## config.mk

```make
export PLATFORM = sky130hd
export DESIGN_NAME = op_fifo
export DESIGN_NICKNAME = d
export VERILOG_FILES = /design/src/verilog/core_pkg.sv /design/src/verilog/op_fifo.sv
export VERILOG_INCLUDE_DIRS = /design/src /design/src/verilog
export SDC_FILE = /design/constraint.sdc
export NUM_CORES = 1
export LEC_CHECK = 0
export BUFFER_PORTS_ARGS = -buffer_cell sky130_fd_sc_hd__buf_2
export CAP_MARGIN = 30
export CORE_AREA = 2 2 98 100
export DETAILED_ROUTE_END_ITERATION = 12
export DIE_AREA = 0 0 100 102
export GPL_TIMING_DRIVEN = 0
export PLACE_DENSITY = 0.8
export SETUP_SLACK_MARGIN = 0.4
export SLEW_MARGIN = 20
export SYNTH_ARGS = -nofsm -noshare
export SYNTH_HDL_FRONTEND = slang
export SYNTH_SLANG_ARGS = --single-unit
```

## constraint.sdc

```tcl
create_clock -name clock -period 2.2 [get_ports clock]
set_input_delay 0.11 -clock clock [delete_from_list [all_inputs] [get_ports clock]]
set_output_delay 0.11 -clock clock [all_outputs]
set_load 0.05 [all_outputs]
```

## src/verilog/core_params.svh

```systemverilog
//////////////////////////////////////////////////////////////////////
// Widths, depths, AXI4-Lite response codes and the host address map
//////////////////////////////////////////////////////////////////////

`ifndef CORE_PARAMS_SVH
`define CORE_PARAMS_SVH

// Datapath and storage sizes
`define CORE_DATA_WIDTH      32
`define CORE_IMEM_DEPTH      256
`define CORE_IMEM_ADDR_WIDTH 8
`define CORE_REG_COUNT       16
`define CORE_REG_ADDR_WIDTH  4
`define CORE_FIFO_DEPTH      4

// Host port
`define CORE_AXI_ADDR_WIDTH  32
`define CORE_REG_BASE        32'h1000
`define CORE_RESP_OKAY       2'b00
`define CORE_RESP_SLVERR     2'b10

`endif

```

## src/verilog/core_pkg.sv

```systemverilog
//////////////////////////////////////////////////////////////////////
// Opcode and fetch state enums, operation and AXI4-Lite structs
//////////////////////////////////////////////////////////////////////

`include "core_params.svh"

package core_pkg;

    typedef enum logic [3:0] {
        NOP  = 4'h0,
        ADD  = 4'h1,
        SUB  = 4'h2,
        AND  = 4'h3,
        OR   = 4'h4,
        XOR  = 4'h5,
        SHL  = 4'h6,
        LDI  = 4'h7,
        STOP = 4'h8
    } opcode_e;

    typedef enum logic [1:0] {
        IDLE,
        FETCH,
        WAIT_DONE
    } fetch_state_e;

    // Same bit layout as an instruction word
    typedef struct packed {
        opcode_e     opcode;
        logic [3:0]  dest;
        logic [3:0]  src_a;
        logic [3:0]  src_b;
        logic [15:0] imm;
    } op_t;

    // Master driven side of the host port
    typedef struct packed {
        logic [`CORE_AXI_ADDR_WIDTH-1:0] awaddr;
        logic                            awvalid;
        logic [`CORE_DATA_WIDTH-1:0]     wdata;
        logic [`CORE_DATA_WIDTH/8-1:0]   wstrb;
        logic                            wvalid;
        logic                            bready;
        logic [`CORE_AXI_ADDR_WIDTH-1:0] araddr;
        logic                            arvalid;
        logic                            rready;
    } axil_req_t;

    // Slave driven side of the host port
    typedef struct packed {
        logic                        awready;
        logic                        wready;
        logic [1:0]                  bresp;
        logic                        bvalid;
        logic                        arready;
        logic [`CORE_DATA_WIDTH-1:0] rdata;
        logic [1:0]                  rresp;
        logic                        rvalid;
    } axil_rsp_t;

    typedef struct packed {
        logic                             valid;
        logic [`CORE_IMEM_ADDR_WIDTH-1:0] addr;
        logic [`CORE_DATA_WIDTH-1:0]      data;
    } imem_write_t;

endpackage

```

## src/verilog/op_fifo.sv

```systemverilog
//////////////////////////////////////////////////////////////////////
// Circular FIFO of decoded operations, valid/ready on both sides
//////////////////////////////////////////////////////////////////////

`include "core_params.svh"

module op_fifo #(
    parameter int DEPTH = `CORE_FIFO_DEPTH
) (
    input  logic          clock,
    input  logic          rst_n,
    input  core_pkg::op_t in_op,
    input  logic          in_valid,
    output logic          in_ready,
    output core_pkg::op_t out_op,
    output logic          out_valid,
    input  logic          out_ready
);

    import core_pkg::*;

    localparam int PTR_W = (DEPTH > 1) ? $clog2(DEPTH) : 1;
    localparam int CNT_W = $clog2(DEPTH + 1);

    op_t              mem [DEPTH];
    logic [PTR_W-1:0] wr_ptr;
    logic [PTR_W-1:0] rd_ptr;
    logic [CNT_W-1:0] count;
    logic             push;
    logic             pop;

    // Wraps at DEPTH, which need not be a power of two
    function automatic logic [PTR_W-1:0] next_ptr(input logic [PTR_W-1:0] ptr);
        logic [PTR_W-1:0] nxt;
        nxt = (ptr == PTR_W'(DEPTH - 1)) ? '0 : ptr + 1'b1;
        return nxt;
    endfunction

    assign in_ready  = count != CNT_W'(DEPTH);
    assign out_valid = count != '0;
    assign out_op    = mem[rd_ptr];

    assign push = in_valid && in_ready;
    assign pop  = out_valid && out_ready;

    always_ff @(posedge clock) begin
        if (push) begin
            mem[wr_ptr] <= in_op;
        end
    end

    always_ff @(posedge clock or negedge rst_n) begin
        if (!rst_n) begin
            wr_ptr <= '0;
            rd_ptr <= '0;
            count  <= '0;
        end else begin
            if (push) begin
                wr_ptr <= next_ptr(wr_ptr);
            end
            if (pop) begin
                rd_ptr <= next_ptr(rd_ptr);
            end
            // Count is unchanged when both sides move
            if (push && !pop) begin
                count <= count + 1'b1;
            end else if (pop && !push) begin
                count <= count - 1'b1;
            end
        end
    end

    count_bound: assert property (@(posedge clock) disable iff (!rst_n)
        count <= CNT_W'(DEPTH));

endmodule
```

==> results of run 1 <==
[stage by stage]
stage / util / cell area, um2 / std cells
2_1_floorplan: - / 5130 / 205
3_3_place_gp: 0.616 / 5620 / 385
3_5_place_dp: 0.616 / 5620 / 385
4_1_cts: 0.739 / 6730 / 456
5_1_grt: 0.757 / 6890 / 462
6_report: 0.757 / 6890 / 462
[final timing paths]
kind	endpoint	slack [ns]	cells after the start
max in group asynchronous	count[0]	1.37	3
worst min register to register	wr_ptr[1]	0.57	1
min in group asynchronous	count[1]	0.56	3
worst max-delay path	out_op[27]	0.16	4
worst min-delay path	count[0]	0.02	4
worst max register to register	count[2]	0.24	8
[state kept, by name (all words and copies together) (netlist names)]
register,flops
count,3
rd_ptr,2
wr_ptr,2
mem,128
[per-layer routing]
| metal | routed length, um | part of all wire | up-vias | track usage |
|---|---|---|---|---|
| li1 | - | - | 1130 | - |
| met2 | 5020 | 0.54 | 67 | 0.331 |
| met3 | 359 | 0.039 | 14 | 0.0547 |
| met4 | 115 | 0.012 | 0 | 0.0717 |
| met5 | 0 | 0 | - | 0 |
| met1 | 3770 | 0.41 | 1288 | 0.209 |
[power breakdown]
part	internal, W	switching (W)	leakage [nW]
Clock	0.00160	0.00100	0.263
Sequential	0.00341	0.000163	1.25
Combinational	0.00205	0.00275	0.964
[layout make-up]
class	instances	area (um2)
Sequential cell	135	4020
Fill cell	502	2210
Timing Repair Buffer	114	1040
Multi-Input combinational cell	60	1020
Clock buffer	18	418
Tap cell	111	139
Clock inverter	13	133
Buffer	8	114
Inverter	3	11.3
[placed cells by master, fill, tap and decap left out, types with 2 or more instances in the layout]
| master | Yosys | routed |
|---|---|---|
| and2_4 | 0 | 4 |
| buf_12 | 3 | 5 |
| buf_2 | 3 | 37 |
| buf_4 | 0 | 9 |
| buf_6 | 1 | 31 |
| buf_8 | 0 | 2 |
| bufinv_16 | 0 | 2 |
| clkbuf_16 | 0 | 19 |
| clkinv_2 | 0 | 5 |
| clkinvlp_4 | 0 | 4 |
| dfrtp_1 | 7 | 6 |
| dlygate4sd3_1 | 0 | 34 |
| edfxtp_1 | 128 | 128 |
| ha_1 | 6 | 5 |
| inv_1 | 3 | 3 |
| mux2_2 | 5 | 5 |
| mux4_2 | 28 | 32 |
| nor2_1 | 4 | 3 |
| xor2_1 | 2 | 2 |
[tightest hold or removal path: cells and delay by family]
| family | cells | cell delay, ns |
|---|---|---|
| adders and majority gates | 1 | 0.14 |
| xor gates and xnor gates | 1 | 0.06 |
| buffers and inverters | 1 | 0.11 |
| and+or+nand+nor | 1 | 0.06 |
[timing repair]
action                                  CTS  global route
endpoints found under the setup margin  162            44
resized for setup                        68            17
cloned                                    0             4
endpoints found under the hold margin   135             0
buffers inserted                          6             2
hold buffers                             34             0
pin swaps                                 3             1
[logic make-up (layout without fill, tap and decap cells)]
kind of cell	count (synthesis)	count (layout)
simple gates	11	12
xor+xnor	3	3
buf+inv	11	156
compound gates	1	1
fa+ha+maj	7	7
flops	135	135
mux	37	37
==> flow_metrics.env, run 1 <==
export IMPL_coreArea_mm2=0.00911
export IMPL_cts_root_buf="clkbuf_8"
export IMPL_finalCritPeriodShare=0.928
export IMPL_synthFlopType="edfxtp_1"
export IMPL_drive_above_1_share=0.476
export IMPL_synth_top_family_by_area="multiplexers"
export IMPL_power_leakage_nw=2.48
export IMPL_syn_nets=248
export IMPL_cts_tree="done"
export IMPL_first_global_vias=2710
export IMPL_seq_area_frac_synth=0.787
export IMPL_cp_cell_sequence="buf_12, clkbuf_16, mux4_2, buf_6"
export IMPL_rsz0062_at_grt="yes"
export IMPL_grt_max_degree=33
export IMPL_drv_slew=0
export IMPL_critPathLaunch="rd_ptr[0]"
export IMPL_async_reset_ff_frac=0.0519
export IMPL_outcome="finished clean"
export IMPL_powerDensity_mw_per_mm2=1590
export IMPL_port_buffers=69
export IMPL_cp_required_ns=2.09
export IMPL_area_growth_pct=35.0
export IMPL_crit_slowest_cell="mux4_2"
export IMPL_critPathMaxStageDelay_ns=0.52
export IMPL_cts_buffers=17
export IMPL_whs_ns=0.0187
export IMPL_hold_start="out_ready"
export IMPL_critPathTopFamily="buffers and inverters"
export IMPL_die_area_mm2=0.0102
export IMPL_overflow=0
export IMPL_fin_crit_ns=2.04
export IMPL_critPathKind="reg2out"
export IMPL_setup_viol=0
export IMPL_synth_compound_area_frac=0.00221
export IMPL_avgViaCountPerCell=5.41
export IMPL_drc_errors=0
export IMPL_hold_viol=0
export IMPL_worstPathArrival_ns=1.93
export IMPL_synth_seq_cells=135
export IMPL_yosysWarnings=0
export IMPL_clock_sinks=135
export IMPL_skew_ns=0.0118
export IMPL_antenna_found_initial=0
export IMPL_synth_edf_count=128
export IMPL_synthCells=205
export IMPL_synth_area_mux_share=0.155
export IMPL_cp_max_fo=8
export IMPL_clk_pin_slew_ns=0.06
export IMPL_first_pass_iters=4
export IMPL_max_cap_viol_count=0
export IMPL_syn_area_mm2=0.00511
export IMPL_path_buf_inv=3
export IMPL_drt_iter0_drc=89
export IMPL_dp_slack_ns=0.106
export IMPL_synthMostInstantiatedCell="edfxtp_1"
export IMPL_htreeDepth=4
export IMPL_die_y_um=102
export IMPL_placementRows=35
export IMPL_grt_usage=0.184
export IMPL_synthSimpleGateAreaFrac=0.0120
export IMPL_fin_nets=382
export IMPL_startpoint_type="register"
export IMPL_grt_first_pass_wirelength_um=13600
export IMPL_via_count=2499
export IMPL_clock_latency_ns=0.50
export IMPL_cts_buffer_depth=2
export IMPL_crit_path_end_kind="primary output"
export IMPL_min_path_type="in2reg"
export IMPL_yosys_top_cells_area="edfxtp_1 75%, mux4_2 12%, dfrtp_1 3.4%, mux4_1 2.1%, ha_1 1.5%"
export IMPL_fin_setup_tns_ns=0
export IMPL_die_x_um=100
export IMPL_synth_top_area_frac=0.753
export IMPL_synth_top_area_cell="edfxtp_1"
export IMPL_wl_um=9260
export IMPL_worst_pin_slew_ns=0.495
export IMPL_max_freq_ghz=0.490
export IMPL_fin_ws_ns=0.157
export IMPL_yosys_area_share_xor_xnor=0.00515
export IMPL_synth_avg_cell_area_um2=24.9
export IMPL_synthAdderAreaFrac=0.0186
export IMPL_place_hpwl_um=5040
export IMPL_r2r_start="count[0]"
export IMPL_initial_core_util=0.561
export IMPL_peakVddDrop_mv=0.993
export IMPL_synth_cell_types=20
export IMPL_io_pins=70
export IMPL_slew_headroom=0.670
export IMPL_total_power_w=0.0110
export IMPL_synth_common_cells="128 x edfxtp_1, 28 x mux4_2, 7 x dfrtp_1, 6 x ha_1, 5 x mux2_2"
export IMPL_routabilityCongestion=0.667
export IMPL_antennaDiodeCount=0
export IMPL_wl_per_cell_um=20.0
export IMPL_ant_nets=0
No activity file was read; power rests on OpenSTA's default activity.
==> inputs of run 2 (changes only) <==
Settings changed: CORE_AREA 2 2 98 100 to 2 2 83 117, DIE_AREA 0 0 100 102 to 0 0 85 119, GPL_TIMING_DRIVEN 0 to default.
==> flow_metrics.env, run 2 (same netlist as run 1, synthesis figures left out) <==
export IMPL_cp_cell_sequence="buf_12, buf_16, mux4_2, buf_8"
export IMPL_min_path_type="in2async"
export IMPL_peakVddDrop_mv=1.21
export IMPL_layout_common_cells="128 x edfxtp_1, 45 x buf_2, 33 x dlygate4sd3_1, 29 x mux4_2, 25 x buf_4"
export IMPL_max_freq_ghz=0.516
export IMPL_power_leakage_nw=2.46
export IMPL_whs_ns=0.0662
export IMPL_fill_cells=525
export IMPL_fin_util=0.738
export IMPL_overflow=0
export IMPL_ant_nets=0
export IMPL_clk_pin_slew_ns=0.05
export IMPL_die_y_um=119
export IMPL_antenna_found_initial=0
export IMPL_top_regs="mem (128), count (3)"
export IMPL_initial_core_util=0.555
export IMPL_port_buffers=69
export IMPL_critPathMaxStageDelay_ns=0.52
export IMPL_drive_above_1_share=0.470
export IMPL_coreArea_mm2=0.00920
export IMPL_placementRows=42
export IMPL_avgViaCountPerCell=5.44
export IMPL_io_pins=70
export IMPL_fin_setup_tns_ns=0
export IMPL_first_global_vias=2636
export IMPL_largest_reg_flops=128
export IMPL_via_count=2530
export IMPL_rsz0062_at_grt="yes"
export IMPL_drv_slew=0
export IMPL_outcome="finished clean"
export IMPL_wl_um=8980
export IMPL_worstPathArrival_ns=1.83
export IMPL_fin_crit_ns=1.94
export IMPL_hold_viol=0
export IMPL_drc_errors=0
export IMPL_htreeDepth=4
export IMPL_place_hpwl_um=5100
export IMPL_grt_first_pass_wirelength_um=14100
export IMPL_drt_iter0_drc=248
export IMPL_cp_max_fo=5
export IMPL_clock_sinks=135
export IMPL_crit_slowest_cell="mux4_2"
export IMPL_cts_buffer_depth=2
export IMPL_layout_commonest_cell="edfxtp_1"
export IMPL_die_area_mm2=0.0101
export IMPL_grt_usage=0.191
export IMPL_grt_max_degree=23
export IMPL_first_pass_iters=4
export IMPL_routabilityCongestion=0.725
export IMPL_critPathLaunch="rd_ptr[0]"
export IMPL_cp_required_ns=2.09
export IMPL_fin_nets=385
export IMPL_wl_per_cell_um=19.3
export IMPL_finalCritPeriodShare=0.880
export IMPL_max_cap_viol_count=0
export IMPL_powerDensity_mw_per_mm2=1550
export IMPL_critPathKind="reg2out"
export IMPL_cts_root_buf="clkbuf_16"
export IMPL_skew_ns=0.00574
export IMPL_area_growth_pct=33.0
export IMPL_die_x_um=85
export IMPL_cts_tree="done"
export IMPL_r2r_start="count[0]"
export IMPL_antennaDiodeCount=0
export IMPL_largest_register="mem"
export IMPL_worst_pin_slew_ns=0.309
export IMPL_cts_buffers=17
export IMPL_slew_headroom=0.794
export IMPL_clock_latency_ns=0.40
export IMPL_crit_path_end_kind="primary output"
export IMPL_setup_viol=0
export IMPL_startpoint_type="register"
## run 2: what timing repair did
action,CTS,global route
endpoints found under the hold margin,135,0
hold buffers,33,0
gates resized for setup,49,2
setup buffers,11,0
setup endpoints to repair,34,56
gates cloned,1,1
pin swaps,4,0
## run 2: path summary, 6_finish.rpt
check	slack, ns	cells after the start	end
setup reg to reg	0.33	8	count[2]
max in group asynchronous	1.96	2	rd_ptr[1]
min in group clock	0.12	4	count[0]
setup / recovery	0.26	4	out_op[0]
hold reg to reg	0.57	2	count[2]
hold / removal	0.07	2	wr_ptr[1]
## run 2: cell type report
| type | instances | area (um2) | share of cell area |
|---|---|---|---|
| multi-input cells | 59 | 1010 | 0.149 |
| repair buffers | 126 | 1080 | 0.159 |
| inverters | 3 | 11.3 | 0.00166 |
| well taps | 110 | 138 | 0.0203 |
| flip-flops and latches | 135 | 4030 | 0.593 |
| clock inverters | 12 | 86.3 | 0.0127 |
| clock buffers | 20 | 437 | 0.0643 |
## run 2: metrics by stage
stage / total power [W] / instance area [um2] / worst slack (ns) / cells
3_5_place_dp: 0.00738 / 5630 / 0.241 / 387
3_3_place_gp: 0.00731 / 5630 / 0.286 / 387
5_1_grt: 0.0110 / 6790 / 0.192 / 465
2_1_floorplan: 0.00660 / 5130 / 0.216 / 205
6_report: 0.0105 / 6790 / 0.263 / 465
4_1_cts: 0.0105 / 6760 / 0.257 / 464
## run 2: report_power, final
group | internal (W) | switching, W
clock network | 0.00152 | 0.000932
registers | 0.00342 | 0.000181
logic | 0.00183 | 0.00265
## run 2: metal layers
layer / track usage / vias up / share of wire
li1: - / 1138 / -
met1: 0.239 / 1291 / 0.40
met2: 0.304 / 92 / 0.53
met3: 0.0721 / 9 / 0.063
met4: 0.0724 / 0 / 0.011
met5: 0 / - / 0
## run 2: critical path: cells and delay by family, from the launching register on
kind / cells / cell delay [ns]
muxes: 1 / 0.52
DFF: 1 / 0.45
buffers and inverters: 3 / 0.43
