===== config.mk =====
export PLATFORM = sky130hd
export DESIGN_NAME = host_endpoint
export DESIGN_NICKNAME = d
export VERILOG_FILES = /design/src/verilog/core_pkg.sv /design/src/verilog/host_endpoint.sv
export VERILOG_INCLUDE_DIRS = /design/src /design/src/verilog
export SDC_FILE = /design/constraint.sdc
export NUM_CORES = 1
export LEC_CHECK = 0
export BUFFER_PORTS_ARGS = -buffer_cell sky130_fd_sc_hd__clkbuf_2
export CAP_MARGIN = 15
export CORE_AREA = 2 2 89 91
export CTS_CLUSTER_SIZE = 12
export DETAILED_ROUTE_END_ITERATION = 16
export DIE_AREA = 0 0 91 93
export GPL_TIMING_DRIVEN = 0
export PLACE_DENSITY = 0.82
export REMOVE_ABC_BUFFERS = 1
export SLEW_MARGIN = 20
export SYNTH_ARGS = -nofsm -noshare
export SYNTH_HDL_FRONTEND = slang
export SYNTH_SLANG_ARGS = --single-unit

===== constraint.sdc =====
create_clock -name clock -period 3.2 [get_ports clock]
set_input_delay 0.32 -clock clock [delete_from_list [all_inputs] [get_ports clock]]
set_output_delay 0.32 -clock clock [all_outputs]
set_load 0.1 [all_outputs]

===== src/verilog/core_params.svh =====
//////////////////////////////////////////////////////////////////////
// Widths, depths, AXI4-Lite response codes and the host address map
//////////////////////////////////////////////////////////////////////

`ifndef CORE_PARAMS_SVH
`define CORE_PARAMS_SVH

// Datapath and storage sizes
`define CORE_DATA_WIDTH      32
`define CORE_IMEM_DEPTH      256
`define CORE_IMEM_ADDR_WIDTH 8
`define CORE_REG_COUNT       16
`define CORE_REG_ADDR_WIDTH  4
`define CORE_FIFO_DEPTH      4

// Host port
`define CORE_AXI_ADDR_WIDTH  32
`define CORE_REG_BASE        32'h1000
`define CORE_RESP_OKAY       2'b00
`define CORE_RESP_SLVERR     2'b10

`endif


===== src/verilog/core_pkg.sv =====
//////////////////////////////////////////////////////////////////////
// Opcode and fetch state enums, operation and AXI4-Lite structs
//////////////////////////////////////////////////////////////////////

`include "core_params.svh"

package core_pkg;

    typedef enum logic [3:0] {
        NOP  = 4'h0,
        ADD  = 4'h1,
        SUB  = 4'h2,
        AND  = 4'h3,
        OR   = 4'h4,
        XOR  = 4'h5,
        SHL  = 4'h6,
        LDI  = 4'h7,
        STOP = 4'h8
    } opcode_e;

    typedef enum logic [1:0] {
        IDLE,
        FETCH,
        WAIT_DONE
    } fetch_state_e;

    // Same bit layout as an instruction word
    typedef struct packed {
        opcode_e     opcode;
        logic [3:0]  dest;
        logic [3:0]  src_a;
        logic [3:0]  src_b;
        logic [15:0] imm;
    } op_t;

    // Master driven side of the host port
    typedef struct packed {
        logic [`CORE_AXI_ADDR_WIDTH-1:0] awaddr;
        logic                            awvalid;
        logic [`CORE_DATA_WIDTH-1:0]     wdata;
        logic [`CORE_DATA_WIDTH/8-1:0]   wstrb;
        logic                            wvalid;
        logic                            bready;
        logic [`CORE_AXI_ADDR_WIDTH-1:0] araddr;
        logic                            arvalid;
        logic                            rready;
    } axil_req_t;

    // Slave driven side of the host port
    typedef struct packed {
        logic                        awready;
        logic                        wready;
        logic [1:0]                  bresp;
        logic                        bvalid;
        logic                        arready;
        logic [`CORE_DATA_WIDTH-1:0] rdata;
        logic [1:0]                  rresp;
        logic                        rvalid;
    } axil_rsp_t;

    typedef struct packed {
        logic                             valid;
        logic [`CORE_IMEM_ADDR_WIDTH-1:0] addr;
        logic [`CORE_DATA_WIDTH-1:0]      data;
    } imem_write_t;

endpackage


===== src/verilog/host_endpoint.sv =====
//////////////////////////////////////////////////////////////////////
// AXI4-Lite slave for program load and register file readback
//////////////////////////////////////////////////////////////////////

`include "core_params.svh"

module host_endpoint (
    input  logic                              clock,
    input  logic                              rst_n,
    input  core_pkg::axil_req_t               axil_req,
    output core_pkg::axil_rsp_t               axil_rsp,
    input  logic                              busy,
    output core_pkg::imem_write_t             imem_write,
    output logic [`CORE_REG_ADDR_WIDTH-1:0]   reg_read_addr,
    input  logic [`CORE_DATA_WIDTH-1:0]       reg_read_data
);

    logic                             write_fire;
    logic                             read_fire;
    logic                             write_ok;
    logic                             ar_is_reg;
    logic                             bvalid;
    logic [1:0]                       bresp;
    logic                             rvalid;
    logic [1:0]                       rresp;
    logic [`CORE_DATA_WIDTH-1:0]      rdata;
    logic                             imem_valid;
    logic [`CORE_IMEM_ADDR_WIDTH-1:0] imem_addr;
    logic [`CORE_DATA_WIDTH-1:0]      imem_data;

    // Address and data must arrive together, one response outstanding at a time
    assign write_fire = axil_req.awvalid && axil_req.wvalid && !bvalid;
    assign read_fire  = axil_req.arvalid && !rvalid;

    // Program space is writable only while the core is idle
    assign write_ok  = (axil_req.awaddr < `CORE_REG_BASE) && !busy;
    assign ar_is_reg = axil_req.araddr >= `CORE_REG_BASE;

    assign reg_read_addr = axil_req.araddr[`CORE_REG_ADDR_WIDTH+1:2];

    //////////////////////////////////////////////////////////////////////
    // Response handshakes
    //////////////////////////////////////////////////////////////////////

    always_ff @(posedge clock or negedge rst_n) begin
        if (!rst_n) begin
            bvalid     <= 1'b0;
            rvalid     <= 1'b0;
            imem_valid <= 1'b0;
        end else begin
            if (write_fire) begin
                bvalid <= 1'b1;
            end else if (axil_req.bready) begin
                bvalid <= 1'b0;
            end
            if (read_fire) begin
                rvalid <= 1'b1;
            end else if (axil_req.rready) begin
                rvalid <= 1'b0;
            end
            imem_valid <= write_fire && write_ok;
        end
    end

    // Payloads load only on an accepted request
    always_ff @(posedge clock) begin
        if (write_fire) begin
            bresp     <= write_ok ? `CORE_RESP_OKAY : `CORE_RESP_SLVERR;
            imem_addr <= axil_req.awaddr[`CORE_IMEM_ADDR_WIDTH+1:2];
            imem_data <= axil_req.wdata;
        end
        if (read_fire) begin
            rresp <= ar_is_reg ? `CORE_RESP_OKAY : `CORE_RESP_SLVERR;
            rdata <= ar_is_reg ? reg_read_data : '0;
        end
    end

    assign imem_write = '{valid: imem_valid, addr: imem_addr, data: imem_data};

    always_comb begin
        axil_rsp.awready = write_fire;
        axil_rsp.wready  = write_fire;
        axil_rsp.bresp   = bresp;
        axil_rsp.bvalid  = bvalid;
        axil_rsp.arready = read_fire;
        axil_rsp.rdata   = rdata;
        axil_rsp.rresp   = rresp;
        axil_rsp.rvalid  = rvalid;
    end

    bvalid_held: assert property (@(posedge clock) disable iff (!rst_n)
        bvalid && !axil_req.bready |=> bvalid && $stable(bresp));

    rdata_held: assert property (@(posedge clock) disable iff (!rst_n)
        rvalid && !axil_req.rready |=> rvalid && $stable(rdata) && $stable(rresp));

endmodule


==> impl_results.md, run 1 <==
- Number of vias after detailed routing: 2044
- Worst slew margin relative to its limit: 0.436
- Area share of the leading cell type in the synthesized netlist: 0.780
- Worst Path Buf+Inv: 3
- Via-to-Cell Ratio: 4.49
- Fraction of the yosys area taken by sequential cells: 0.806
- Row count: 32
- Power per cell area: 618 nW/um2
- Worst Max-Slew Pin Slew: 844 ps
- Number of enable flip-flop cells after synthesis: 74
- Clock input transition at the sequential cells of the worst setup and hold paths: 90 ps
- Starting utilization of the core area: 0.379
- Highest routed layer: met4
- Shortest clock period the worst path allows after layout: 2490 ps
- TritonRoute pass-1 iters: 4
- Die X: 91 um
- DRC Markers: 0
- Antenna Violating Nets Remaining: 0
- Number of global-route vias before repair: 2093
- Required time of the critical path: 2880 ps
- Violation count after the first detailed-route iteration: 75
- Maximum number of pins on one net before global-route repair: 44
- Dominant synthesized flop cell: sky130_fd_sc_hd__edfxtp_1
- # H-tree levels: 3
- Critical Path Sink Type: output pin
- Count of maximum capacitance violations: 0
- Max Buffers Root-to-Sink: 2
- Placement-stage cell area: 3880 um2
- M1 WL: 2480 um
- Leakage Power: 0.00184 uW
- Overall routing resource usage: 0.166
- Worst supply voltage drop on vdd: 0.000227 V
- Pwr Total: 2530 uW
- Routed Wire Length: 6820 um
- Met2 wire length: 3330 um
- Final hold vios: 0
- Worst-case register-to-register setup slack: 1590 ps
- TritonCTS clock tree: done
- Leading post-synthesis cells by cell area: sky130_fd_sc_hd__edfxtp_1 (78%), sky130_fd_sc_hd__a21boi_1 (7.1%), sky130_fd_sc_hd__buf_4 (3.2%), sky130_fd_sc_hd__dfrtp_1 (2.6%), sky130_fd_sc_hd__nor4_1 (1.5%)
- HP Class: in2reg
- Initial antenna violation count: 0
- Cells resized by post-CTS repair: 0
- FILL cells: 657
- Final Wtd Congestion: 0.739
- Crit path kind: reg2out
- Cell with the largest stage delay on the worst path: sky130_fd_sc_hd__inv_2
- Full die area: 8460 um2
- Share of the cycle needed by the critical path after routing: 0.777
- Leading cell type in the layout, fill and taps excluded: sky130_fd_sc_hd__clkbuf_2
- Distinct cell type count of the synthesized netlist: 24
- Type of element launching the critical path: flip-flop
- Commonest cells after routing, fill and taps aside: sky130_fd_sc_hd__clkbuf_2 (199), sky130_fd_sc_hd__edfxtp_1 (74), sky130_fd_sc_hd__a21boi_1 (27)
- Delay of the slowest cell on the worst path: 630 ps
- Share of flip-flops with an asynchronous set or reset: 0.0390
- Yosys reg bits: 77
- Wire length per cell after detailed routing: 15.0 um
- Largest area contributor in the synthesized netlist: sky130_fd_sc_hd__edfxtp_1
- Number of nets in the finished design: 488
- Core area: 7530 um2
- Cell chosen for the clock root: sky130_fd_sc_hd__clkbuf_8
- Worst Skew: 5.78 ps
- Number of I/O port buffers: 199
- Antenna diodes: 0
- # IOs: 226
- Setup repair after global routing missed its margin: no
- DP Wirelength: 5280 um
- Result of the run: completed
- Total number of clock tree sinks: 77
- Synthesized area: 2850 um2
- Layout Cell Area excl Fill: 4100 um2
- Fraction of final layout cells sized beyond drive strength 1: 0.643
- Area Overhead vs Synth: 43.7%
- Synthesized area divided by synthesized cell count: 18.6 um2
- Total met3 wirelength after detailed routing: 929 um
- Number of clock buffers inserted by TritonCTS: 9
- Largest driver fanout on the critical path: 43
- Series of cell instances along the critical path: inv_1, nand3_1, inv_2, clkbuf_2
- Crit path DAT: 2170 ps
- Overall die height: 93 um
- First-pass GRT wire length: 10500 um
- Global route overflow: 0
- Peak clock frequency supported by timing: 402 MHz
- Final number of max-transition violations: 0
- Skew-Pair Late Insertion Delay: 350 ps
- Dominant delay contributor by cell family on the critical path: buffers and inverters
- Final number of setup-violating endpoints: 0
- Count of warnings emitted by yosys: 0
- Synthesized netlist cell count: 153
report_power, final:
| part | leakage [uW] | internal [uW] | switching (uW) |
|---|---|---|---|
| clock network | 0.0000984 | 372 | 383 |
| registers | 0.000725 | 1170 | 16.3 |
| logic | 0.00102 | 107 | 481 |
worst reg2reg max path: cells and delay by family (launching register included):
kind / cells / cell delay [ps]
buf+inv: 2 / 700
flops: 1 / 390
simple gates: 1 / 120
Yosys cell counts (2+ instances only):
cell / number
sky130_fd_sc_hd__inv_1: 2
sky130_fd_sc_hd__nor2_1: 2
sky130_fd_sc_hd__nor3_1: 2
sky130_fd_sc_hd__dfrtp_1: 3
sky130_fd_sc_hd__buf_6: 3
sky130_fd_sc_hd__or4_4: 2
sky130_fd_sc_hd__buf_4: 12
sky130_fd_sc_hd__clkbuf_1: 3
sky130_fd_sc_hd__edfxtp_1: 74
sky130_fd_sc_hd__a21boi_0: 2
sky130_fd_sc_hd__nor4_1: 7
sky130_fd_sc_hd__a21boi_1: 27
sky130_fd_sc_hd__a21boi_2: 3
area by class of cell:
type | count | area [um2] | area share
Multi-Input combinational cell | 57 | 423 | 0.103
Tap cell | 102 | 128 | 0.0312
Inverter | 2 | 7.51 | 0.00183
Sequential cell | 77 | 2300 | 0.561
Timing Repair Buffer | 201 | 1030 | 0.252
Clock inverter | 7 | 82.6 | 0.0202
Clock buffer | 9 | 124 | 0.0302
repair_timing:
item,CTS,global route
hold buffers,1,0
endpoints found under the hold margin,3,0
setup buffers,0,0
through the flow:
stage	hold WS (ps)	setup WS (ps)	instances	TNS (ps)	util
after floorplan	24.4	-954	136	-41030	-
after global placement	123	-445	437	-445	0.510
after detailed placement	129	1090	438	0	0.515
after CTS	118	695	455	0	0.544
after global routing	106	521	455	0	0.544
final	140	714	455	0	0.544
cell families after synthesis:
kind of cell	synth area share
buffers and inverters	0.0500
flip-flops	0.806
AND/OR/NAND/NOR	0.0509
AO/OA/AOI/OAI	0.0917
other	0.00132
layer usage:
metal	up-vias	global-route usage
met2	147	0.271
met3	9	0.0999
li1	966	-
met4	0	0.0480
met5	-	0
met1	922	0.183
flip-flops by register name, indices dropped and copies added (netlist names):
register / cells
bvalid: 1
rvalid: 1
imem_data: 32
imem_addr: 8
rdata: 32
rresp: 1
imem_valid: 1
bresp: 1
path summary, 6_finish.rpt:
| path | start | cells after the start | endpoint |
|---|---|---|---|
| worst max-delay path | bvalid | 4 | axil_rsp[39] |
| worst min-delay path | axil_req[70] | 1 | imem_data[30] |
| worst max register to register | bvalid | 3 | imem_data[20] |
| worst min register to register | rvalid | 1 | rvalid |
| max in group asynchronous | rst_n | 2 | rvalid |
| min in group asynchronous | rst_n | 2 | imem_valid |
Power figures use the tool's default switching activity.
==> run 2: changes to the inputs <==
ABC_AREA = 1   (was unset)
CORE_AREA = 2 2 90 92   (was 2 2 89 91)
DIE_AREA = 0 0 92 94   (was 0 0 91 93)
PLACE_DENSITY = 0.81   (was 0.82)
clock period = 2.3 ns   (was 3.2 ns; I/O delays follow)
==> run 2 against run 1 <==
  * Non-clock buffer count unchanged
  * Synthesized cell count grew 34%
  * Core utilization decreased by 0.13 points
  * Combinational power rose by 45%
  * Synthesized area increased by 1.6%
  * Global-route usage is 1.0 points lower
  * Critical path type unchanged
  * Critical endpoint is now axil_rsp[35]
  * Highest routed layer unchanged
==> impl_results.md, run 2 <==
- Result of the run: completed (unchanged)
- Largest area contributor in the synthesized netlist: sky130_fd_sc_hd__edfxtp_1 (unchanged)
- DRC Markers: 0 (unchanged)
- Count of maximum capacitance violations: 0 (unchanged)
- GRT Max-Usage Layer: met2 (unchanged)
- Leading cell type in the layout, fill and taps excluded: sky130_fd_sc_hd__clkbuf_2 (unchanged)
- GR Util met3: 0.0827 (was 0.0999)
- Global route overflow: 0 (unchanged)
- Final hold vios: 0 (unchanged)
- Share of the cycle needed by the critical path after routing: 0.917
- Peak clock frequency supported by timing: 474 MHz
- Via-to-Cell Ratio: 4.25 (was 4.49)
- FILL cells: 684 (was 657)
- Overall die height: 94 um (was 93 um)
- Final number of setup-violating endpoints: 0 (unchanged)
- Starting utilization of the core area: 0.381 (was 0.379)
- Fraction of the yosys area taken by sequential cells: 0.793 (was 0.806)
- Synthesized netlist cell count: 205 (was 153)
- Total number of clock tree sinks: 77 (unchanged)
- Number of global-route vias before repair: 2171 (was 2093)
- Skew-Pair Late Insertion Delay: 340 ps (was 350 ps)
- Cell with the most instances after synthesis: sky130_fd_sc_hd__edfxtp_1 (unchanged)
- # IOs: 226 (unchanged)
- Leakage Power: 0.00205 uW (was 0.00184 uW)
- Shortest clock period the worst path allows after layout: 2110 ps
- Commonest cells after routing, fill and taps aside: sky130_fd_sc_hd__clkbuf_2 (199), sky130_fd_sc_hd__edfxtp_1 (74), sky130_fd_sc_hd__nand2_1 (33) (was sky130_fd_sc_hd__clkbuf_2 (199), sky130_fd_sc_hd__edfxtp_1 (74), sky130_fd_sc_hd__a21boi_1 (27))
- # H-tree levels: 3 (unchanged)
- Number of vias after detailed routing: 2167 (was 2044)
- Overall routing resource usage: 0.156 (was 0.166)
- Combined area of the multi-input logic cells: 337 um2 (was 423 um2)
- Worst Skew: 5.50 ps (was 5.78 ps)
- Dominant synthesized flop cell: sky130_fd_sc_hd__edfxtp_1 (unchanged)
- Worst Path Buf+Inv: 3 (unchanged)
- Delay of the slowest cell on the worst path: 550 ps (was 630 ps)
- Dominant delay contributor by cell family on the critical path: buffers and inverters (unchanged)
- Cell chosen for the clock root: sky130_fd_sc_hd__clkbuf_8 (unchanged)
- HP Class: in2reg (unchanged)
- First-pass GRT wire length: 9890 um (was 10500 um)
- Final Wtd Congestion: 0.765 (was 0.739)
- Reg area: 2300 um2 (unchanged)
- Series of cell instances along the critical path: inv_1, nand2_1, clkinv_2, clkbuf_2 (was inv_1, nand3_1, inv_2, clkbuf_2)
- Number of clock buffers inserted by TritonCTS: 9 (unchanged)
- Distinct cell type count of the synthesized netlist: 16 (was 24)
- Full die area: 8650 um2 (was 8460 um2)
- Leading post-synthesis cells by cell area: sky130_fd_sc_hd__edfxtp_1 (77%), sky130_fd_sc_hd__nand2_1 (4.3%), sky130_fd_sc_hd__inv_1 (3.8%), sky130_fd_sc_hd__buf_4 (3.1%), sky130_fd_sc_hd__nor2_1 (3.0%) (was sky130_fd_sc_hd__edfxtp_1 (78%), sky130_fd_sc_hd__a21boi_1 (7.1%), sky130_fd_sc_hd__buf_4 (3.2%), sky130_fd_sc_hd__dfrtp_1 (2.6%), sky130_fd_sc_hd__nor4_1 (1.5%))
- Synthesized area: 2900 um2 (was 2850 um2)
- Fraction of final layout cells sized beyond drive strength 1: 0.586 (was 0.643)
- Largest driver fanout on the critical path: 34 (was 43)
- TritonRoute pass-1 iters: 4 (unchanged)
- End-of-flow core utilization: 0.543 (was 0.544)
- Antenna diodes: 0 (unchanged)
- Worst Max-Slew Pin Slew: 606 ps (was 844 ps)
- Initial antenna violation count: 0 (unchanged)
- Number of I/O port buffers: 199 (unchanged)
- Max Buffers Root-to-Sink: 2 (unchanged)
- Met2 capacity usage during global routing: 0.264 (was 0.271)
- Final number of max-transition violations: 0 (unchanged)
- Core area: 7610 um2 (was 7530 um2)
- TritonCTS clock tree: done (unchanged)
- Most instantiated cells after synthesis: sky130_fd_sc_hd__edfxtp_1 (74), sky130_fd_sc_hd__nand2_1 (33), sky130_fd_sc_hd__inv_1 (29) (was sky130_fd_sc_hd__edfxtp_1 (74), sky130_fd_sc_hd__a21boi_1 (27), sky130_fd_sc_hd__buf_4 (12))
- Met1 capacity usage during global routing: 0.161 (was 0.183)
- Area Overhead vs Synth: 42.5% (was 43.7%)
- Crit path DAT: 1880 ps (was 2170 ps)
- Crit path kind: reg2out (unchanged)
- Area share of the leading cell type in the synthesized netlist: 0.767 (was 0.780)
- Number of placed instances with taps included: 493 (was 438)
- Die X: 92 um (was 91 um)
- Wire length per cell after detailed routing: 13.2 um (was 15.0 um)
- Routed Wire Length: 6740 um (was 6820 um)
- Violation count after the first detailed-route iteration: 50 (was 75)
- Critical Path Sink Type: output pin (unchanged)
- Number of enable flip-flop cells after synthesis: 74 (unchanged)
- Worst slew margin relative to its limit: 0.598 (was 0.436)
- DP Wirelength: 5340 um (was 5280 um)
- Share of flip-flops with an asynchronous set or reset: 0.0390 (unchanged)
- Maximum number of pins on one net before global-route repair: 37 (was 44)
- Setup repair after global routing missed its margin: no (unchanged)
- Biggest registers after layout: imem_data x32, rdata x32, imem_addr x8 (unchanged)
- Type of element launching the critical path: flip-flop (unchanged)
- Row count: 32 (unchanged)
- Clock input transition at the sequential cells of the worst setup and hold paths: 80 ps (was 90 ps)
- Yosys reg bits: 77 (unchanged)
- Synthesized area divided by synthesized cell count: 14.1 um2 (was 18.6 um2)
- Count of warnings emitted by yosys: 0 (unchanged)
- Cell with the largest stage delay on the worst path: sky130_fd_sc_hd__clkbuf_2 (was sky130_fd_sc_hd__inv_2)
- Worst supply voltage drop on vdd: 0.000383 V (was 0.000227 V)
- Required time of the critical path: 2070 ps (was 2880 ps)
- Antenna Violating Nets Remaining: 0 (unchanged)
- Number of nets in the finished design: 543 (was 488)
- Power per cell area: 851 nW/um2 (was 618 nW/um2)
- Final cell count without fillers: 510 (was 455)
[run 2: worst reg2reg max path, cell delays in order (launching register included)]
cell and delay (ps):
sky130_fd_sc_hd__dfrtp_1 360, sky130_fd_sc_hd__inv_1 60, sky130_fd_sc_hd__nand2_1 100, sky130_fd_sc_hd__clkinv_2 460
[run 2: timing repair]
action | CTS | global route
buffers inserted | 0 | 0
resized for setup | 0 | 1
endpoints found under the hold margin | 3 | 0
hold buffers | 1 | 0
endpoints found under the setup margin | 0 | 1
[run 2: area by class of cell]
class,instances,share of cell area
clock buffers,9,0.0300
multi-input cells,76,0.0815
inverters,38,0.0348
clock inverters,7,0.0179
flip-flops and latches,77,0.556
well taps,102,0.0309
repair buffers,201,0.248
[run 2: cell families after synthesis]
kind of cell / share of synthesized area
AND/OR/NAND/NOR: 0.110
other: 0.00129
buffers and inverters: 0.0920
AO/OA/AOI/OAI: 0.00346
flip-flops: 0.793
[run 2: path summary, 6_finish.rpt]
check	start	end	slack, ps	cells after the start
worst min-delay path	axil_req[50]	imem_data[10]	60	1
worst max register to register	rvalid	rdata[24]	880	3
worst min register to register	bvalid	bvalid	570	2
worst max-delay path	rvalid	axil_rsp[35]	190	4
min in group asynchronous	rst_n	imem_valid	210	2
max in group asynchronous	rst_n	bvalid	1970	2
[run 2: metal layers]
metal	vias to the layer above	part of all wire	routed length (um)
met5	-	0	0
met4	0	0.012	80
met3	9	0.13	903
met2	152	0.48	3230
met1	967	0.37	2520
li1	1039	-	-
[run 2: power by group]
group / total, uW / switching (uW) / internal (uW)
Clock: 1010 / 501 / 505
Sequential: 1650 / 20.5 / 1630
Combinational: 853 / 710 / 144
Total: 3510 / 1230 / 2280
[run 2: per-stage QoR]
stage               total power (uW)  TNS [ps]  worst slack (ps)  hold WS, ps  area (um2)
finish                          3510         0               191         62.2        4130
global route                    3660         0              35.3         31.2        4130
CTS                             3550         0              23.9         41.5        4130
detailed placement              2540         0               414         33.5        3920
global placement                2530      -421              -211         28.8        3900
floorplan                       2350    -57050             -1100        -65.6        2780
==> run 3: changes to the inputs <==
PLACE_DENSITY = 0.78   (was 0.81)
==> run 3 against run 2 <==
  * Sequential share of layout area decreased by 0.34 points
  * Final area increased by 0.61%
  * Combinational power decreased by 0.6%
  * Maximum frequency decreased by 2.0%
  * Core utilization increased by 0.33 points
  * Clock power increased by 19%
  * Largest cell class unchanged
  * Die area unchanged
  * Worst hold slack got worse by 5.3 ps
  * Register-to-register slack about the same
  * Wire length decreased by 3.0%
==> impl_results.md, run 3 (same netlist as run 2, synthesis figures left out) <==
- Worst-case register-to-register setup slack: 890 ps (was 880 ps)
- Power per cell area: 892 nW/um2 (was 851 nW/um2)
- Shortest clock period the worst path allows after layout: 2150 ps (was 2110 ps)
- Worst hold start: axil_req[75] (was axil_req[50])
- Dominant delay contributor by cell family on the critical path: buffers and inverters (unchanged)
- Number of vias after detailed routing: 2165 (was 2167)
- Share of the cycle needed by the critical path after routing: 0.936 (was 0.917)
- Final number of setup-violating endpoints: 0 (unchanged)
- Placement-stage cell area: 3900 um2 (was 3920 um2)
- Total number of clock tree sinks: 77 (unchanged)
- Hold Path Stages: 1 (unchanged)
- TritonCTS clock tree: done (unchanged)
- # H-tree levels: 3 (unchanged)
- Final hold vios: 0 (unchanged)
- Sw Share: 0.326 (was 0.350)
- Worst Max-Slew Pin Slew: 572 ps (was 606 ps)
- GR Util met3: 0.0754 (was 0.0827)
- Type of element launching the critical path: flip-flop (unchanged)
- Number of clock buffers inserted by TritonCTS: 9 (unchanged)
- Die X: 92 um (unchanged)
- Logic gate share of total power: 0.229 (was 0.243)
- Number of buffers inserted by post-CTS setup repair: 0 (unchanged)
- Global route overflow: 0 (unchanged)
- Delay of the slowest cell on the worst path: 550 ps (about the same)
- Clock group share of total power: 0.325 (was 0.286)
- # IOs: 226 (unchanged)
- Core area: 7610 um2 (unchanged)
- Row count: 32 (unchanged)
- Worst reg2reg endpoint: imem_data[9] (was rdata[24])
- Critical Path Sink Type: output pin (unchanged)
- Series of cell instances along the critical path: inv_1, nand3_1, inv_4, clkbuf_2 (was inv_1, nand2_1, clkinv_2, clkbuf_2)
- Largest driver fanout on the critical path: 43 (was 34)
- Crit. path cell count: 4 (unchanged)
- Commonest cells after routing, fill and taps aside: sky130_fd_sc_hd__clkbuf_2 (199), sky130_fd_sc_hd__edfxtp_1 (74), sky130_fd_sc_hd__nand2_1 (33) (unchanged)
- Fin worst setup slack: 147 ps (was 191 ps)
- Layout Cell Area excl Fill: 4150 um2 (was 4130 um2)
- Required time of the critical path: 2070 ps (about the same)
- Total net switching power: 1210 uW (was 1230 uW)
- Initial antenna violation count: 0 (unchanged)
- Internal power contribution: 2500 uW (was 2280 uW)
- Skew-Pair Late Insertion Delay: 340 ps (about the same)
- Seq pwr share: 0.447 (was 0.471)
- Peak clock frequency supported by timing: 465 MHz (was 474 MHz)
- Worst Path Buf+Inv: 3 (unchanged)
- Length in cells of the worst reg-to-reg path: 3 (unchanged)
- Starting utilization of the core area: 0.381 (unchanged)
- Setup Total Neg Slack: 0 ps (unchanged)
- Result of the run: completed (unchanged)
- Launch instance of the worst register-to-register path: bvalid (was rvalid)
- Leakage Power: 0.00207 uW (was 0.00205 uW)
- Final number of max-transition violations: 0 (unchanged)
- HP Class: in2reg (unchanged)
- Clock input transition at the sequential cells of the worst setup and hold paths: 80 ps (about the same)
- Final-layout worst hold slack: 56.9 ps (was 62.2 ps)
- Count of maximum capacitance violations: 0 (unchanged)
- Leading cell type in the layout, fill and taps excluded: sky130_fd_sc_hd__clkbuf_2 (unchanged)
- Final Wtd Congestion: 0.705 (was 0.765)
- Worst supply voltage drop on vdd: 0.000434 V (was 0.000383 V)
- Wire length per cell after detailed routing: 12.8 um (was 13.2 um)
- Crit path kind: reg2out (unchanged)
- Worst Skew: 5.68 ps (was 5.50 ps)
- Number of nets in the finished design: 542 (was 543)
- Area Overhead vs Synth: 43.4% (was 42.5%)
- DP Wirelength: 5180 um (was 5340 um)
- GRT Max-Usage Layer: met2 (unchanged)
- Routed Wire Length: 6540 um (was 6740 um)
- Cell chosen for the clock root: sky130_fd_sc_hd__clkbuf_8 (unchanged)
- Via-to-Cell Ratio: 4.25 (about the same)
- Met1 capacity usage during global routing: 0.164 (was 0.161)
- Number of I/O port buffers: 199 (unchanged)
- Max Buffers Root-to-Sink: 2 (unchanged)
- Fraction of final layout cells sized beyond drive strength 1: 0.585 (was 0.586)
- Antenna Violating Nets Remaining: 0 (unchanged)
- Setup repair after global routing missed its margin: no (unchanged)
- Worst setup timing slack at the placement stage: 256 ps (was 414 ps)
- Antenna diodes: 0 (unchanged)
- Violation count after the first detailed-route iteration: 90 (was 50)
- Worst hold endpoint: imem_addr[0] (was imem_data[10])
- Full die area: 8650 um2 (unchanged)
- Overall die height: 94 um (unchanged)
- Biggest registers after layout: imem_data x32, rdata x32, imem_addr x8 (unchanged)
- Crit path DAT: 1920 ps (was 1880 ps)
- Met2 capacity usage during global routing: 0.267 (was 0.264)
- Cell with the largest stage delay on the worst path: sky130_fd_sc_hd__clkbuf_2 (unchanged)
- Maximum number of pins on one net before global-route repair: 44 (was 37)
- DRC Markers: 0 (unchanged)
- Worst slew margin relative to its limit: 0.620 (was 0.598)
- Overall routing resource usage: 0.158 (was 0.156)
- First-pass GRT wire length: 10100 um (was 9890 um)
- TritonRoute pass-1 iters: 5 (was 4)
- Number of global-route vias before repair: 2167 (was 2171)
-- run 3: power groups by stage --
stage | registers [uW] | clock network [uW] | logic (uW)
2_1_floorplan | 2240 | 0 | 115
3_3_place_gp | 1690 | 0 | 843
3_5_place_dp | 1690 | 0 | 852
4_1_cts | 1660 | 1230 | 855
5_1_grt | 1660 | 1320 | 882
6_report | 1660 | 1200 | 848
-- run 3: final cells by class --
type | count | area (um2)
fillers | 677 | 3450
flip-flops and latches | 77 | 2300
repair buffers | 200 | 1010
multi-input cells | 76 | 337
inverters | 38 | 146
clock buffers | 10 | 128
well taps | 102 | 128
clock inverters | 6 | 113
-- run 3: worst reg2reg max path, stage by stage (launching register included) --
cell and delay (ps):
sky130_fd_sc_hd__dfrtp_1 380, sky130_fd_sc_hd__inv_1 70, sky130_fd_sc_hd__nand3_1 150, sky130_fd_sc_hd__inv_4 420
-- run 3: worst max path at each step --
stage	startpoint	end	slack [ps]
after floorplan	bvalid	bresp[1]	-1100
final	bvalid	axil_rsp[39]	150
after global placement	bvalid	axil_rsp[40]	-190
after detailed placement	bvalid	axil_rsp[39]	260
after CTS	rvalid	axil_rsp[35]	40
after global routing	bvalid	axil_rsp[39]	5
-- run 3: metal layers --
layer  vias up  routed length [um]
li1       1039                   -
met3        15                 893
met4         0                 164
met2       158                3210
met1       953                2260
met5         -                   0
-- run 3: timing repair --
action	4_1_cts	5_1_grt
endpoints found under the setup margin	2	1
pin swaps	0	0
hold buffers	1	0
resized for setup	1	1
hold endpoints to repair	3	0
-- run 3: per-stage QoR --
step / utilization / instances / power (uW)
floorplan: - / 191 / 2350
global placement: 0.513 / 492 / 2530
detailed placement: 0.513 / 492 / 2540
CTS: 0.546 / 509 / 3750
global route: 0.546 / 509 / 3870
finish: 0.546 / 509 / 3710
